<file path="src/logic/lsq_pkg.sv">
// Load/store queue package with shared widths, id type and address word layout
`default_nettype none

package lsq_pkg;

    ////////////////////////////////////////////////////////////
    // Instruction ids

    // Id width, shared by both queues
    localparam int ID_W = 4;

    typedef logic [ID_W-1:0] id_t;

    ////////////////////////////////////////////////////////////
    // Address hashing

    // Short hash used for load vs store alias checks
    localparam int HASH_W = 8;

    typedef logic [HASH_W-1:0] addr_hash_t;

    // Word index and byte offset view of an address
    typedef struct packed {
        logic [29:0] word_index;
        logic [1:0]  byte_offset;
    } lsq_addr_fields_t;

    // Same 32 bits, either raw or split into fields
    typedef union packed {
        logic [31:0]      word;
        lsq_addr_fields_t fields;
    } lsq_addr_t;

    ////////////////////////////////////////////////////////////
    // Access encoding

    // RISC-V funct3, access width and sign
    typedef logic [2:0] fn3_t;

endpackage

`default_nettype wire

</file>
<file path="src/logic/lsq_addr_hash.sv">
// Intake stage that folds a request address into a short registered hash
`default_nettype none

module lsq_addr_hash
    import lsq_pkg::*;
(
    input  logic       clk,
    input  logic       rst_n,
    input  logic       flush,
    input  logic       take,
    input  lsq_addr_t  addr,
    output addr_hash_t addr_hash
);

    // Folded hash of the current request
    addr_hash_t folded;

    ////////////////////////////////////////////////////////////
    // XOR fold of the word index

    // Byte offset left out, same word always hashes alike
    always_comb begin
        folded = '0;
        for (int i = 0; i < 30; i++) begin
            folded[i % HASH_W] ^= addr.fields.word_index[i];
        end
    end

    ////////////////////////////////////////////////////////////
    // Hash register

    // Updated only on an accepted request
    always_ff @(posedge clk) begin
        if (!rst_n || flush) begin
            addr_hash <= '0;
        end else if (take) begin
            addr_hash <= folded;
        end
    end

endmodule

`default_nettype wire

</file>
<file path="src/logic/lsq_store_queue.sv">
// Circular store queue holding stores until retire, with hash checks for loads
`default_nettype none

module lsq_store_queue
    import lsq_pkg::*;
#(
    parameter int SQ_DEPTH = 4,
    localparam int PTR_W = $clog2(SQ_DEPTH)
) (
    input  logic                clk,
    input  logic                rst_n,
    input  logic                flush,

    // New store from issue
    input  logic                push,
    input  lsq_addr_t           addr,
    input  logic [3:0]          be,
    input  fn3_t                fn3,
    input  logic [31:0]         data_in,
    input  id_t                 id,

    // Alias check for the delayed load
    input  addr_hash_t          addr_hash,
    input  logic                load_check,
    output logic [SQ_DEPTH-1:0] match_mask,
    input  logic [SQ_DEPTH-1:0] prev_conflicts,
    output logic                store_conflict,

    // Retire port
    input  logic                retire_valid,
    input  id_t                 retire_id,

    // Head toward the output stage
    input  logic                store_ack,
    output logic                full,
    output logic                empty,
    output logic                head_valid,
    output logic [PTR_W-1:0]    head_slot,
    output lsq_addr_t           head_addr,
    output logic [3:0]          head_be,
    output fn3_t                head_fn3,
    output logic [31:0]         head_data
);

    // Pointers carry one extra wrap bit
    logic [PTR_W:0]      wr_ptr;
    logic [PTR_W:0]      rd_ptr;
    logic [PTR_W-1:0]    wr_slot;

    // Per-entry state
    logic [SQ_DEPTH-1:0] valid;
    logic [SQ_DEPTH-1:0] retired;
    addr_hash_t          hashes [SQ_DEPTH];

    // Per-entry payload
    lsq_addr_t           addrs [SQ_DEPTH];
    logic [3:0]          bes [SQ_DEPTH];
    fn3_t                fn3s [SQ_DEPTH];
    logic [31:0]         datas [SQ_DEPTH];
    id_t                 ids [SQ_DEPTH];

    // Hash arrives one cycle after the store
    logic                hash_pending;
    logic [PTR_W-1:0]    hash_slot;

    assign wr_slot   = wr_ptr[PTR_W-1:0];
    assign head_slot = rd_ptr[PTR_W-1:0];

    ////////////////////////////////////////////////////////////
    // Occupancy

    assign empty = (wr_ptr == rd_ptr);
    assign full  = (wr_ptr[PTR_W] != rd_ptr[PTR_W]) && (wr_slot == head_slot);

    ////////////////////////////////////////////////////////////
    // Control state

    always_ff @(posedge clk) begin
        if (!rst_n || flush) begin
            wr_ptr       <= '0;
            rd_ptr       <= '0;
            valid        <= '0;
            retired      <= '0;
            hash_pending <= 1'b0;
        end else begin
            if (push) begin
                wr_ptr <= wr_ptr + 1'b1;
            end
            if (store_ack) begin
                rd_ptr <= rd_ptr + 1'b1;
            end
            hash_pending <= push;

            for (int i = 0; i < SQ_DEPTH; i++) begin
                if (push && (wr_slot == PTR_W'(i))) begin
                    // Fresh entry, not yet retired
                    valid[i]   <= 1'b1;
                    retired[i] <= 1'b0;
                end else begin
                    if (store_ack && (head_slot == PTR_W'(i))) begin
                        valid[i] <= 1'b0;
                    end
                    // Retire pulse releases the store with that id
                    if (retire_valid && valid[i] && (ids[i] == retire_id)) begin
                        retired[i] <= 1'b1;
                    end
                end
            end
        end
    end

    ////////////////////////////////////////////////////////////
    // Payload and hash storage

    always_ff @(posedge clk) begin
        if (push) begin
            addrs[wr_slot] <= addr;
            bes[wr_slot]   <= be;
            fn3s[wr_slot]  <= fn3;
            datas[wr_slot] <= data_in;
            ids[wr_slot]   <= id;
        end
        hash_slot <= wr_slot;
        // Hash register now holds this store's hash
        if (hash_pending) begin
            hashes[hash_slot] <= addr_hash;
        end
    end

    ////////////////////////////////////////////////////////////
    // Load alias check

    always_comb begin
        for (int i = 0; i < SQ_DEPTH; i++) begin
            match_mask[i] = load_check && valid[i] && (hashes[i] == addr_hash);
        end
    end

    // Head load waits while any of its older stores remain
    assign store_conflict = |(prev_conflicts & valid);

    ////////////////////////////////////////////////////////////
    // Head outputs

    assign head_valid = valid[head_slot] & retired[head_slot];
    assign head_addr  = addrs[head_slot];
    assign head_be    = bes[head_slot];
    assign head_fn3   = fn3s[head_slot];
    assign head_data  = datas[head_slot];

endmodule

`default_nettype wire

</file>
<file path="src/logic/lsq_load_queue.sv">
// Load FIFO with a delay stage, each load tagged with its older-store conflict mask
`default_nettype none

module lsq_load_queue
    import lsq_pkg::*;
#(
    parameter int LQ_DEPTH = 4,
    parameter int SQ_DEPTH = 4,
    localparam int PTR_W = $clog2(LQ_DEPTH)
) (
    input  logic                clk,
    input  logic                rst_n,
    input  logic                flush,
    input  logic                push,
    input  lsq_addr_t           addr,
    input  fn3_t                fn3,
    input  id_t                 id,
    input  logic [SQ_DEPTH-1:0] match_mask,
    input  logic                load_ack,
    input  logic [SQ_DEPTH-1:0] clear_mask,
    output logic                full,
    output logic                empty,
    output logic                head_valid,
    output lsq_addr_t           head_addr,
    output fn3_t                head_fn3,
    output id_t                 head_id,
    output logic [SQ_DEPTH-1:0] head_conflicts
);

    // Delay stage, waits for the hash compare
    logic                pend_valid;
    lsq_addr_t           pend_addr;
    fn3_t                pend_fn3;
    id_t                 pend_id;

    logic [PTR_W:0]      wr_ptr;
    logic [PTR_W:0]      rd_ptr;
    logic [PTR_W:0]      occupancy;
    logic [PTR_W+1:0]    total;

    lsq_addr_t           addrs [LQ_DEPTH];
    fn3_t                fn3s [LQ_DEPTH];
    id_t                 ids [LQ_DEPTH];
    logic [SQ_DEPTH-1:0] masks [LQ_DEPTH];

    ////////////////////////////////////////////////////////////
    // Occupancy, delay stage included

    assign occupancy = wr_ptr - rd_ptr;
    assign total     = (PTR_W + 2)'(occupancy) + (PTR_W + 2)'(pend_valid);
    assign full      = (total >= (PTR_W + 2)'(LQ_DEPTH));
    assign empty     = (total == '0);

    always_ff @(posedge clk) begin
        if (!rst_n || flush) begin
            pend_valid <= 1'b0;
            wr_ptr     <= '0;
            rd_ptr     <= '0;
        end else begin
            pend_valid <= push;
            if (pend_valid) begin
                wr_ptr <= wr_ptr + 1'b1;
            end
            if (load_ack) begin
                rd_ptr <= rd_ptr + 1'b1;
            end
        end
    end

    ////////////////////////////////////////////////////////////
    // Payload and conflict masks

    always_ff @(posedge clk) begin
        if (push) begin
            pend_addr <= addr;
            pend_fn3  <= fn3;
            pend_id   <= id;
        end
        for (int i = 0; i < LQ_DEPTH; i++) begin
            // Freed store slots drop out of every mask
            if (pend_valid && (wr_ptr[PTR_W-1:0] == PTR_W'(i))) begin
                addrs[i] <= pend_addr;
                fn3s[i]  <= pend_fn3;
                ids[i]   <= pend_id;
                masks[i] <= match_mask & ~clear_mask;
            end else begin
                masks[i] <= masks[i] & ~clear_mask;
            end
        end
    end

    ////////////////////////////////////////////////////////////
    // Head outputs

    assign head_valid     = (occupancy != '0);
    assign head_addr      = addrs[rd_ptr[PTR_W-1:0]];
    assign head_fn3       = fn3s[rd_ptr[PTR_W-1:0]];
    assign head_id        = ids[rd_ptr[PTR_W-1:0]];
    assign head_conflicts = masks[rd_ptr[PTR_W-1:0]];

endmodule

`default_nettype wire

</file>
<file path="src/logic/lsq_output_select.sv">
// Output stage picking a load or store for the memory port and raising acks
`default_nettype none

module lsq_output_select
    import lsq_pkg::*;
#(
    parameter int SQ_DEPTH = 4,
    localparam int PTR_W = $clog2(SQ_DEPTH)
) (
    input  logic                load_valid,
    input  logic                store_conflict,
    input  logic                store_valid,
    input  logic                accepted,

    // Load queue head
    input  lsq_addr_t           lq_addr,
    input  fn3_t                lq_fn3,
    input  id_t                 lq_id,

    // Store queue head
    input  lsq_addr_t           sq_addr,
    input  logic [3:0]          sq_be,
    input  fn3_t                sq_fn3,
    input  logic [31:0]         sq_data,
    input  logic [PTR_W-1:0]    sq_head_slot,

    output logic                transaction_ready,
    output logic                txn_load,
    output lsq_addr_t           txn_addr,
    output logic [3:0]          txn_be,
    output fn3_t                txn_fn3,
    output logic [31:0]         txn_data,
    output id_t                 txn_id,
    output logic                load_ack,
    output logic                store_ack,
    output logic [SQ_DEPTH-1:0] clear_mask
);

    logic load_selected;

    ////////////////////////////////////////////////////////////
    // Selection

    // Loads win unless an older aliasing store is still queued
    assign load_selected     = load_valid & ~store_conflict;
    assign transaction_ready = load_selected | store_valid;

    assign load_ack  = accepted & load_selected;
    assign store_ack = accepted & ~load_selected & store_valid;

    ////////////////////////////////////////////////////////////
    // Transaction fields

    assign txn_load = load_selected;
    assign txn_addr = load_selected ? lq_addr : sq_addr;
    // No byte enables on a load
    assign txn_be   = load_selected ? 4'b0000 : sq_be;
    assign txn_fn3  = load_selected ? lq_fn3 : sq_fn3;
    assign txn_data = sq_data;
    assign txn_id   = lq_id;

    // One-hot slot freed by the store ack
    always_comb begin
        clear_mask = '0;
        if (store_ack) begin
            clear_mask[sq_head_slot] = 1'b1;
        end
    end

endmodule

`default_nettype wire

</file>
<file path="src/logic/load_store_queue.sv">
// Load/store queue top level linking intake hash, both queues and output select
`default_nettype none

module load_store_queue
    import lsq_pkg::*;
#(
    parameter int LQ_DEPTH = 4,
    parameter int SQ_DEPTH = 4
) (
    input  logic        clk,
    input  logic        rst_n,
    input  logic        flush,

    // Issue side
    input  logic        request_valid,
    input  logic        load,
    input  logic        store,
    input  lsq_addr_t   addr,
    input  logic [3:0]  be,
    input  fn3_t        fn3,
    input  logic [31:0] data_in,
    input  id_t         id,
    output logic        ready,

    // Retire side
    input  logic        retire_valid,
    input  id_t         retire_id,

    // Memory side
    output logic        transaction_ready,
    input  logic        accepted,
    output logic        txn_load,
    output lsq_addr_t   txn_addr,
    output logic [3:0]  txn_be,
    output fn3_t        txn_fn3,
    output logic [31:0] txn_data,
    output id_t         txn_id,
    output logic        empty
);

    localparam int SQ_PTR_W = $clog2(SQ_DEPTH);

    logic                take;
    logic                load_check;
    addr_hash_t          addr_hash;

    // Store queue side
    logic                sq_full;
    logic                sq_empty;
    logic                sq_valid;
    logic                store_conflict;
    logic [SQ_DEPTH-1:0] match_mask;
    logic [SQ_PTR_W-1:0] sq_slot;
    lsq_addr_t           sq_addr;
    logic [3:0]          sq_be;
    fn3_t                sq_fn3;
    logic [31:0]         sq_data;

    // Load queue side
    logic                lq_full;
    logic                lq_empty;
    logic                lq_valid;
    lsq_addr_t           lq_addr;
    fn3_t                lq_fn3;
    id_t                 lq_id;
    logic [SQ_DEPTH-1:0] lq_conflicts;

    logic                load_ack;
    logic                store_ack;
    logic [SQ_DEPTH-1:0] clear_mask;

    ////////////////////////////////////////////////////////////
    // Request handshake

    // Only the queue a request needs can hold it back
    assign ready = (~load | ~lq_full) & (~store | ~sq_full);
    assign take  = request_valid & ready;

    // Load compare happens the cycle after acceptance
    always_ff @(posedge clk) begin
        if (!rst_n || flush) begin
            load_check <= 1'b0;
        end else begin
            load_check <= take & load;
        end
    end

    assign empty = lq_empty & sq_empty;

    ////////////////////////////////////////////////////////////
    // Stages

    lsq_addr_hash hash_inst (
        .clk(clk), .rst_n(rst_n), .flush(flush), .take(take),
        .addr(addr), .addr_hash(addr_hash)
    );

    lsq_store_queue #(.SQ_DEPTH(SQ_DEPTH)) sq_inst (
        .clk(clk), .rst_n(rst_n), .flush(flush),
        .push(take & store), .addr(addr), .be(be), .fn3(fn3), .data_in(data_in), .id(id),
        .addr_hash(addr_hash), .load_check(load_check), .match_mask(match_mask),
        .prev_conflicts(lq_conflicts), .store_conflict(store_conflict),
        .retire_valid(retire_valid), .retire_id(retire_id), .store_ack(store_ack),
        .full(sq_full), .empty(sq_empty), .head_valid(sq_valid), .head_slot(sq_slot),
        .head_addr(sq_addr), .head_be(sq_be), .head_fn3(sq_fn3), .head_data(sq_data)
    );

    lsq_load_queue #(.LQ_DEPTH(LQ_DEPTH), .SQ_DEPTH(SQ_DEPTH)) lq_inst (
        .clk(clk), .rst_n(rst_n), .flush(flush),
        .push(take & load), .addr(addr), .fn3(fn3), .id(id),
        .match_mask(match_mask), .load_ack(load_ack), .clear_mask(clear_mask),
        .full(lq_full), .empty(lq_empty), .head_valid(lq_valid), .head_addr(lq_addr),
        .head_fn3(lq_fn3), .head_id(lq_id), .head_conflicts(lq_conflicts)
    );

    lsq_output_select #(.SQ_DEPTH(SQ_DEPTH)) out_inst (
        .load_valid(lq_valid), .store_conflict(store_conflict), .store_valid(sq_valid),
        .accepted(accepted), .lq_addr(lq_addr), .lq_fn3(lq_fn3), .lq_id(lq_id),
        .sq_addr(sq_addr), .sq_be(sq_be), .sq_fn3(sq_fn3), .sq_data(sq_data),
        .sq_head_slot(sq_slot), .transaction_ready(transaction_ready),
        .txn_load(txn_load), .txn_addr(txn_addr), .txn_be(txn_be), .txn_fn3(txn_fn3),
        .txn_data(txn_data), .txn_id(txn_id), .load_ack(load_ack),
        .store_ack(store_ack), .clear_mask(clear_mask)
    );

endmodule

`default_nettype wire

</file>
<file path="config.mk">
export PLATFORM = sky130hd
export DESIGN_NAME = load_store_queue
export DESIGN_NICKNAME = d
export VERILOG_FILES = /design/src/logic/lsq_pkg.sv /design/src/logic/lsq_addr_hash.sv /design/src/logic/lsq_store_queue.sv /design/src/logic/lsq_load_queue.sv /design/src/logic/lsq_output_select.sv /design/src/logic/load_store_queue.sv
export SDC_FILE = /design/constraint.sdc
export NUM_CORES = 1
export LEC_CHECK = 0
export ABC_CLOCK_PERIOD_IN_PS = 7600
export BUFFER_PORTS_ARGS = -buffer_cell sky130_fd_sc_hd__buf_2
export CAP_MARGIN = 15
export CORE_MARGIN = 2
export CORE_UTILIZATION = 65
export CTS_BUF_LIST = sky130_fd_sc_hd__clkbuf_4
export CTS_CLUSTER_SIZE = 16
export DETAILED_ROUTE_END_ITERATION = 6
export PLACE_DENSITY = 0.83
export SYNTH_ARGS = -nofsm -noshare
export SYNTH_HDL_FRONTEND = slang
export SYNTH_SLANG_ARGS = --single-unit
</file>
<file path="constraint.sdc">
create_clock -name clk -period 7.6 [get_ports clk]
set_clock_uncertainty 0.2 [all_clocks]
set_input_delay 1.52 -clock clk [delete_from_list [all_inputs] [get_ports clk]]
set_output_delay 1.52 -clock clk [all_outputs]
set_load 0.02 [all_outputs]
</file>
; ---- Word level (Yosys, flattened, before mapping)
; Memories as Yosys holds them, arrays and structs flattened. A register that Yosys moved wholly into a read port is not among the register bits.
; Cells that the tools add are included.
[word_totals]
register_bits = 71
latch_bits = 0
ram_bits = 504
romBits = 0
in_bits = 87
output_inout_bits = 79
wordCells = 246
n_memories = 10
[op_classes]
addsub = 6
n_mul = 0
n_div = 0
order_cmp = 3
eq_ne = 20
n_shift = 0
n_mux = 81
n_bitwise = 52
reduce_logical = 55
[mem_list]
columns = memory, words, word_bits, rd, rd_ports_with_merged_regs, wr, line_no
row1 = lq_inst.addrs, 4, 32, 1, 1, 1, lsq_load_queue.sv:41  ; lsq_addr_t addrs [LQ_DEPTH];
row2 = sq_inst.addrs, 4, 32, 1, 1, 1, lsq_store_queue.sv:56  ; lsq_addr_t addrs [SQ_DEPTH];
row3 = sq_inst.datas, 4, 32, 1, 1, 1, lsq_store_queue.sv:59  ; logic [31:0] datas [SQ_DEPTH];
row4 = sq_inst.hashes, 4, 8, 4, 0, 1, lsq_store_queue.sv:53  ; addr_hash_t hashes [SQ_DEPTH];
row5 = lq_inst.ids, 4, 4, 1, 1, 1, lsq_load_queue.sv:43  ; id_t ids [LQ_DEPTH];
row6 = lq_inst.masks, 4, 4, 5, 1, 4, lsq_load_queue.sv:44  ; logic [SQ_DEPTH-1:0] masks [LQ_DEPTH];
row7 = 4 more memories, --, --, --, --, --, --
[ops]
columns = operator, n
row1 = $mux W32, 4
row2 = $reduce_or A32 Y1, 3
row3 = $mux W2, 25
row4 = $mux W1, 36
row5 = $mux W4, 9
row6 = $eq A8 B8 Y1, 4
row7 = $logic_and A1 B1 Y1, 30
row8 = $and A4 B4 Y4, 6
row9 = $xor A1 B1 Y1, 22
row10 = $eq A4 B4 Y1, 4
row11 = $reduce_or A4 Y1, 4
row12 = $add A3 B1 Y3 const B, 4
row13 = $eq A2 B2 Y1 const B, 6
row14 = $mux W3, 4
row15 = $and A1 B1 Y1, 10
row16 = $reduce_or A3 Y1, 3
row17 = $reduce_bool A2 Y1, 4
row18 = $reduce_or A2 Y1, 4
row19 = $or A1 B1 Y1, 7
row20 = $eq A2 B1 Y1 const B, 3
row21 = $logic_not A2 Y1, 3
row22 = $not A1 Y1, 6
row23 = $add A3 B1 Y4, 1
row24 = $bmux W1 S2, 2
row25 = 13 further kinds, 13

; ---- Logic depth before layout (Yosys ltp)
[logic_depth]
depth_word = 11
ltp_mapped = 11
mapped_depth_nobuf = 10

; ---- Modules after synthesis
; A second synthesis with hierarchy kept.
[hier_totals]
cells_unflattened = 1125
hier_area_um2 = 22764.3
[by_module_without_submodules]
columns = mod, n_inst, cells_per_inst, area_each_um2, seq_area_each_um2
row1 = lsq_store_queue, 1, 603, 13230.2, 10349.9
row2 = lsq_load_queue, 1, 372, 8017.7, 6356.1
row3 = lsq_output_select, 1, 91, 973.4, 0.0
row4 = lsq_addr_hash, 1, 50, 460.4, 160.2
row5 = load_store_queue, 1, 9, 82.6, 20.0

; ---- Worst setup path after synthesis
; No wires, ideal clock.
[synth_path]
path_type = input -> register
start = in store
end = reg sq_inst.wr_ptr[2]
setup_time_ns = 0.223
arrival_time_ns = 4.204
required_time_ns = 7.177
slack_ns = 2.973
stages = 4
path_buffers = 0
path_cell_list = nor4b_1 a311oi_2 and3_1 o21ai_0
[synth_via]
elab_chain_len = 5
[synth_rtl]
columns = item, line_no
row1 = "start, declared", load_store_queue.sv:17  ; input logic store,
row2 = $not A1 Y1, load_store_queue.sv:76  ; assign ready = (~load | ~lq_full) & (~store | ~sq_full);
row3 = $or A1 B1 Y1, load_store_queue.sv:76
row4 = $and A1 B1 Y1, load_store_queue.sv:76
row5 = $and A1 B1 Y1, load_store_queue.sv:77  ; assign take = request_valid & ready;
row6 = $and A1 B1 Y1 (*), load_store_queue.sv:100  ; .push(take & store), .addr(addr), .be(be), .fn3(fn3), .data_in(data_in), .id(id),
row7 = "end signal, assigned", lsq_store_queue.sv:87  ; wr_ptr <= wr_ptr + 1'b1;
row8 = "end, declared", lsq_store_queue.sv:46  ; logic [PTR_W:0] wr_ptr;
; Mark *: on every way between the ends. The rest lies on a longest branch, timed or not.
; A chain may end at the register's enable or synchronous reset.

==> results_dict.tcl <==
set metrics [dict create \
    end_kind "output port" \
    yosys_warnings 0 \
    track_usage 0.2565 \
    post-route-drc-count 0 \
    swShare 0.2131 \
    relSlewSlack 0.2425 \
    cp_slowest_cell "dfxtp_4" \
    drive_gt1_frac 0.3952 \
    pin_count 166 \
    p_seq_frac 0.555 \
    power.share.combinational 0.039 \
    critical_path_buf_inv_count 2 \
    clk_pin_slew_worst_paths_ns 0.06 \
    overflow 0 \
    internal_power_mw 5.037 \
    hold_viol 0 \
    required_ns 5.88 \
    ys_ff_latch 579 \
    dr_total_vias 11315 \
    cp.arrival_ns 3.87 \
    async_flop_share 0 \
    worst-path-stages 6 \
    dpl.hpwl_um 26210 \
    avgSynthCellArea_um2 20.63 \
    worstRegToRegCells 11 \
    cts.sinks 579 \
    drt-pass1-iter-count 5 \
    fin_crit_sh 0.7355 \
    setup_tns_ns 0 \
    fmax_mhz 178.9 \
    max_cap_viol_count 0 \
    grt_max_degree 72 \
    clock_latency_ns 0.85 \
    peakVddDrop_mv 0.1513 \
    cts-resized-gates 0 \
    area_delta_synth_final_pct 14.16 \
    root_buffer "clkbuf_4" \
    place.gp.congestion 0.8225 \
    cts_buffers 143 \
    coreArea_mm2 0.03362 \
    wl_per_cell_um 23.24 \
    maxSlewViolCount 0 \
    cp-start-kind "flop" \
    io_buffers 165 \
    ant_nets 0 \
    synth_area_mm2 0.02229 \
    cp_top_family "multiplexers" \
    start_util 0.6629 \
    drt-total-wl_um 44430 \
    r2r_slack_ns 3.26 \
    finalSetupViolations 0 \
    period_needed_ns 5.590 \
    crit_chain "mux4_2 > a22oi_4 > nand2_2 > buf_4 > mux2_4 > buf_2" \
    min_path_type "reg2reg" \
    antenna_found_initial 4 \
    htree_levels 4 \
    postCtsSetupBuffers 0 \
    ys_seq_area_frac 0.7568 \
    num-nets-final 1457 \
    crit_type "reg2out" \
    clockBufferDepth 3 \
    p_clk_frac 0.406 \
    hold-path-cell-count 2 \
    rows 67 \
    synth_nets 1184 \
    powerDensity_mw_per_mm2 251.6 \
    die_area_mm2 0.03578 \
    ys_types 46 \
    grt_pass1_vias 11943 \
    viasPerCell 5.918 \
    max_stage_delay_ns 0.96 \
    synth_ff_type "edfxtp_1" \
    synth_edf_count 527 \
    worst_pin_slew_ns 1.134 \
    p_leak_nw 8.663 \
    cp_max_fo 45 \
    rsz0062_at_grt "false" \
    switching_power_mw 1.364 \
    synthCells 1080 \
    drtIter0Drc 1041 \
    finish.utilization 0.7568 \
    cts_hold_buf 0 \
    die_w_um 189.2 \
    cts_tree "built" \
    die_y_um 189.2 \
    grt_pass1_wl_um 67420 \
    outcome "complete, no violations" \
]
[routing by layer]
| layer | wire length [µm] | up-vias | GRT usage |
|---|---|---|---|
| met1 | 17280 | 5761 | 0.3366 |
| met3 | 3315 | 68 | 0.05968 |
| met2 | 23000 | 527 | 0.4260 |
| li1 | - | 4957 | - |
| met4 | 823 | 2 | 0.09555 |
| met5 | 12 | - | 0 |
[cell families after synthesis]
family                     synth area share
xor gates and xnor gates            0.03088
DFF                                  0.7568
AOI/OAI and AO/OA                   0.01656
adders and majority gates          0.009881
and+or+nand+nor                     0.02667
muxes                                0.1452
buffers and inverters               0.01392
[synthesized netlist by cell type, drive strengths merged (5+ instances only)]
cell type / number / area share
a211oi: 10 / 0.0049
mux2i: 17 / 0.0076
nand2b: 5 / 0.0014
clkbuf: 20 / 0.0034
nand2: 59 / 0.010
inv: 21 / 0.0035
dfxtp: 52 / 0.047
nand3: 12 / 0.0027
nand4: 6 / 0.0017
mux2: 35 / 0.023
mux4: 113 / 0.11
nor2: 19 / 0.0032
ha: 16 / 0.0090
and2: 6 / 0.0017
edfxtp: 527 / 0.71
buf: 27 / 0.0070
xnor2: 62 / 0.024
xor2: 14 / 0.0055
and3: 6 / 0.0017
a21oi: 15 / 0.0034
nor3: 12 / 0.0027
[sequential cells by signal, indices dropped and copies added (netlist names), 16 cells and up, named ones only]
register and cells:
sq_inst.addrs 128, lq_inst.addrs 128, lq_inst.pend_addr 32, sq_inst.bes 16, sq_inst.datas 128, sq_inst.ids 16, sq_inst.hashes 32, lq_inst.masks 16
lq_inst.ids 16
[stage by stage]
step / worst slack (ns) / cells / instance area, µm² / hold slack [ns] / power [mW]
final: 2.010 / 1912 / 25440 / 0.2515 / 6.400
after global routing: 1.758 / 1912 / 25440 / 0.2701 / 6.620
after CTS: 1.915 / 1908 / 25430 / 0.2523 / 6.455
after detailed placement: 2.820 / 1656 / 23550 / 0.2395 / 3.868
after global placement: 2.900 / 1656 / 23550 / 0.2262 / 3.855
after floorplan: 2.973 / 1080 / 22290 / 0.1938 / 3.758
[tightest hold or removal path: stages, from the launching register on]
cell	delay, ns
dfxtp_1	0.31
nand2_1	0.05
a21oi_1	0.05
[final timing paths]
| check | startpoint | endpoint |
|---|---|---|
| setup / recovery | flop | txn_addr[30] |
| hold / removal | lq_inst.masks[2][1] | lq_inst.masks[2][1] |
| setup reg to reg | lq_inst.wr_ptr[0] | sq_inst.datas[1][15] |
| hold reg to reg | lq_inst.masks[2][1] | lq_inst.masks[2][1] |
[power by group through the flow]
stage	logic [mW]	registers, mW	clock network (mW)
3_3_place_gp	0.243	3.61	0
2_1_floorplan	0.153	3.60	0
3_5_place_dp	0.250	3.62	0
4_1_cts	0.252	3.55	2.65
5_1_grt	0.267	3.55	2.80
6_report	0.251	3.55	2.60
[cell type report]
class / instances / area, µm²
timing repair buffer: 175 / 900.9
tap: 448 / 560.5
inverter: 21 / 78.83
multi-input combinational: 433 / 5134
antenna: 4 / 10.01
clock buffer: 212 / 1592
fill: 1834 / 8175
clock inverter: 40 / 286.5
sequential: 579 / 16880
[placed cells by master, fill, tap and decap left out, types with 4 or more instances in the layout]
cell / n
a211oi_2: 7
a21oi_1: 15
a41oi_1: 4
and2_1: 4
and3_4: 4
buf_2: 165
buf_4: 10
bufinv_16: 4
clkbuf_4: 212
clkinv_1: 25
clkinvlp_4: 4
dfxtp_1: 48
diode_2: 4
edfxtp_1: 527
ha_1: 16
inv_1: 17
inv_2: 7
mux2_4: 34
mux2i_1: 17
mux4_2: 113
nand2_1: 58
nand2b_1: 5
nand3_1: 12
nand4_1: 6
nor2_1: 19
nor3_1: 12
xnor2_1: 62
xor2_1: 14
(Power assumes the default switching activity.)
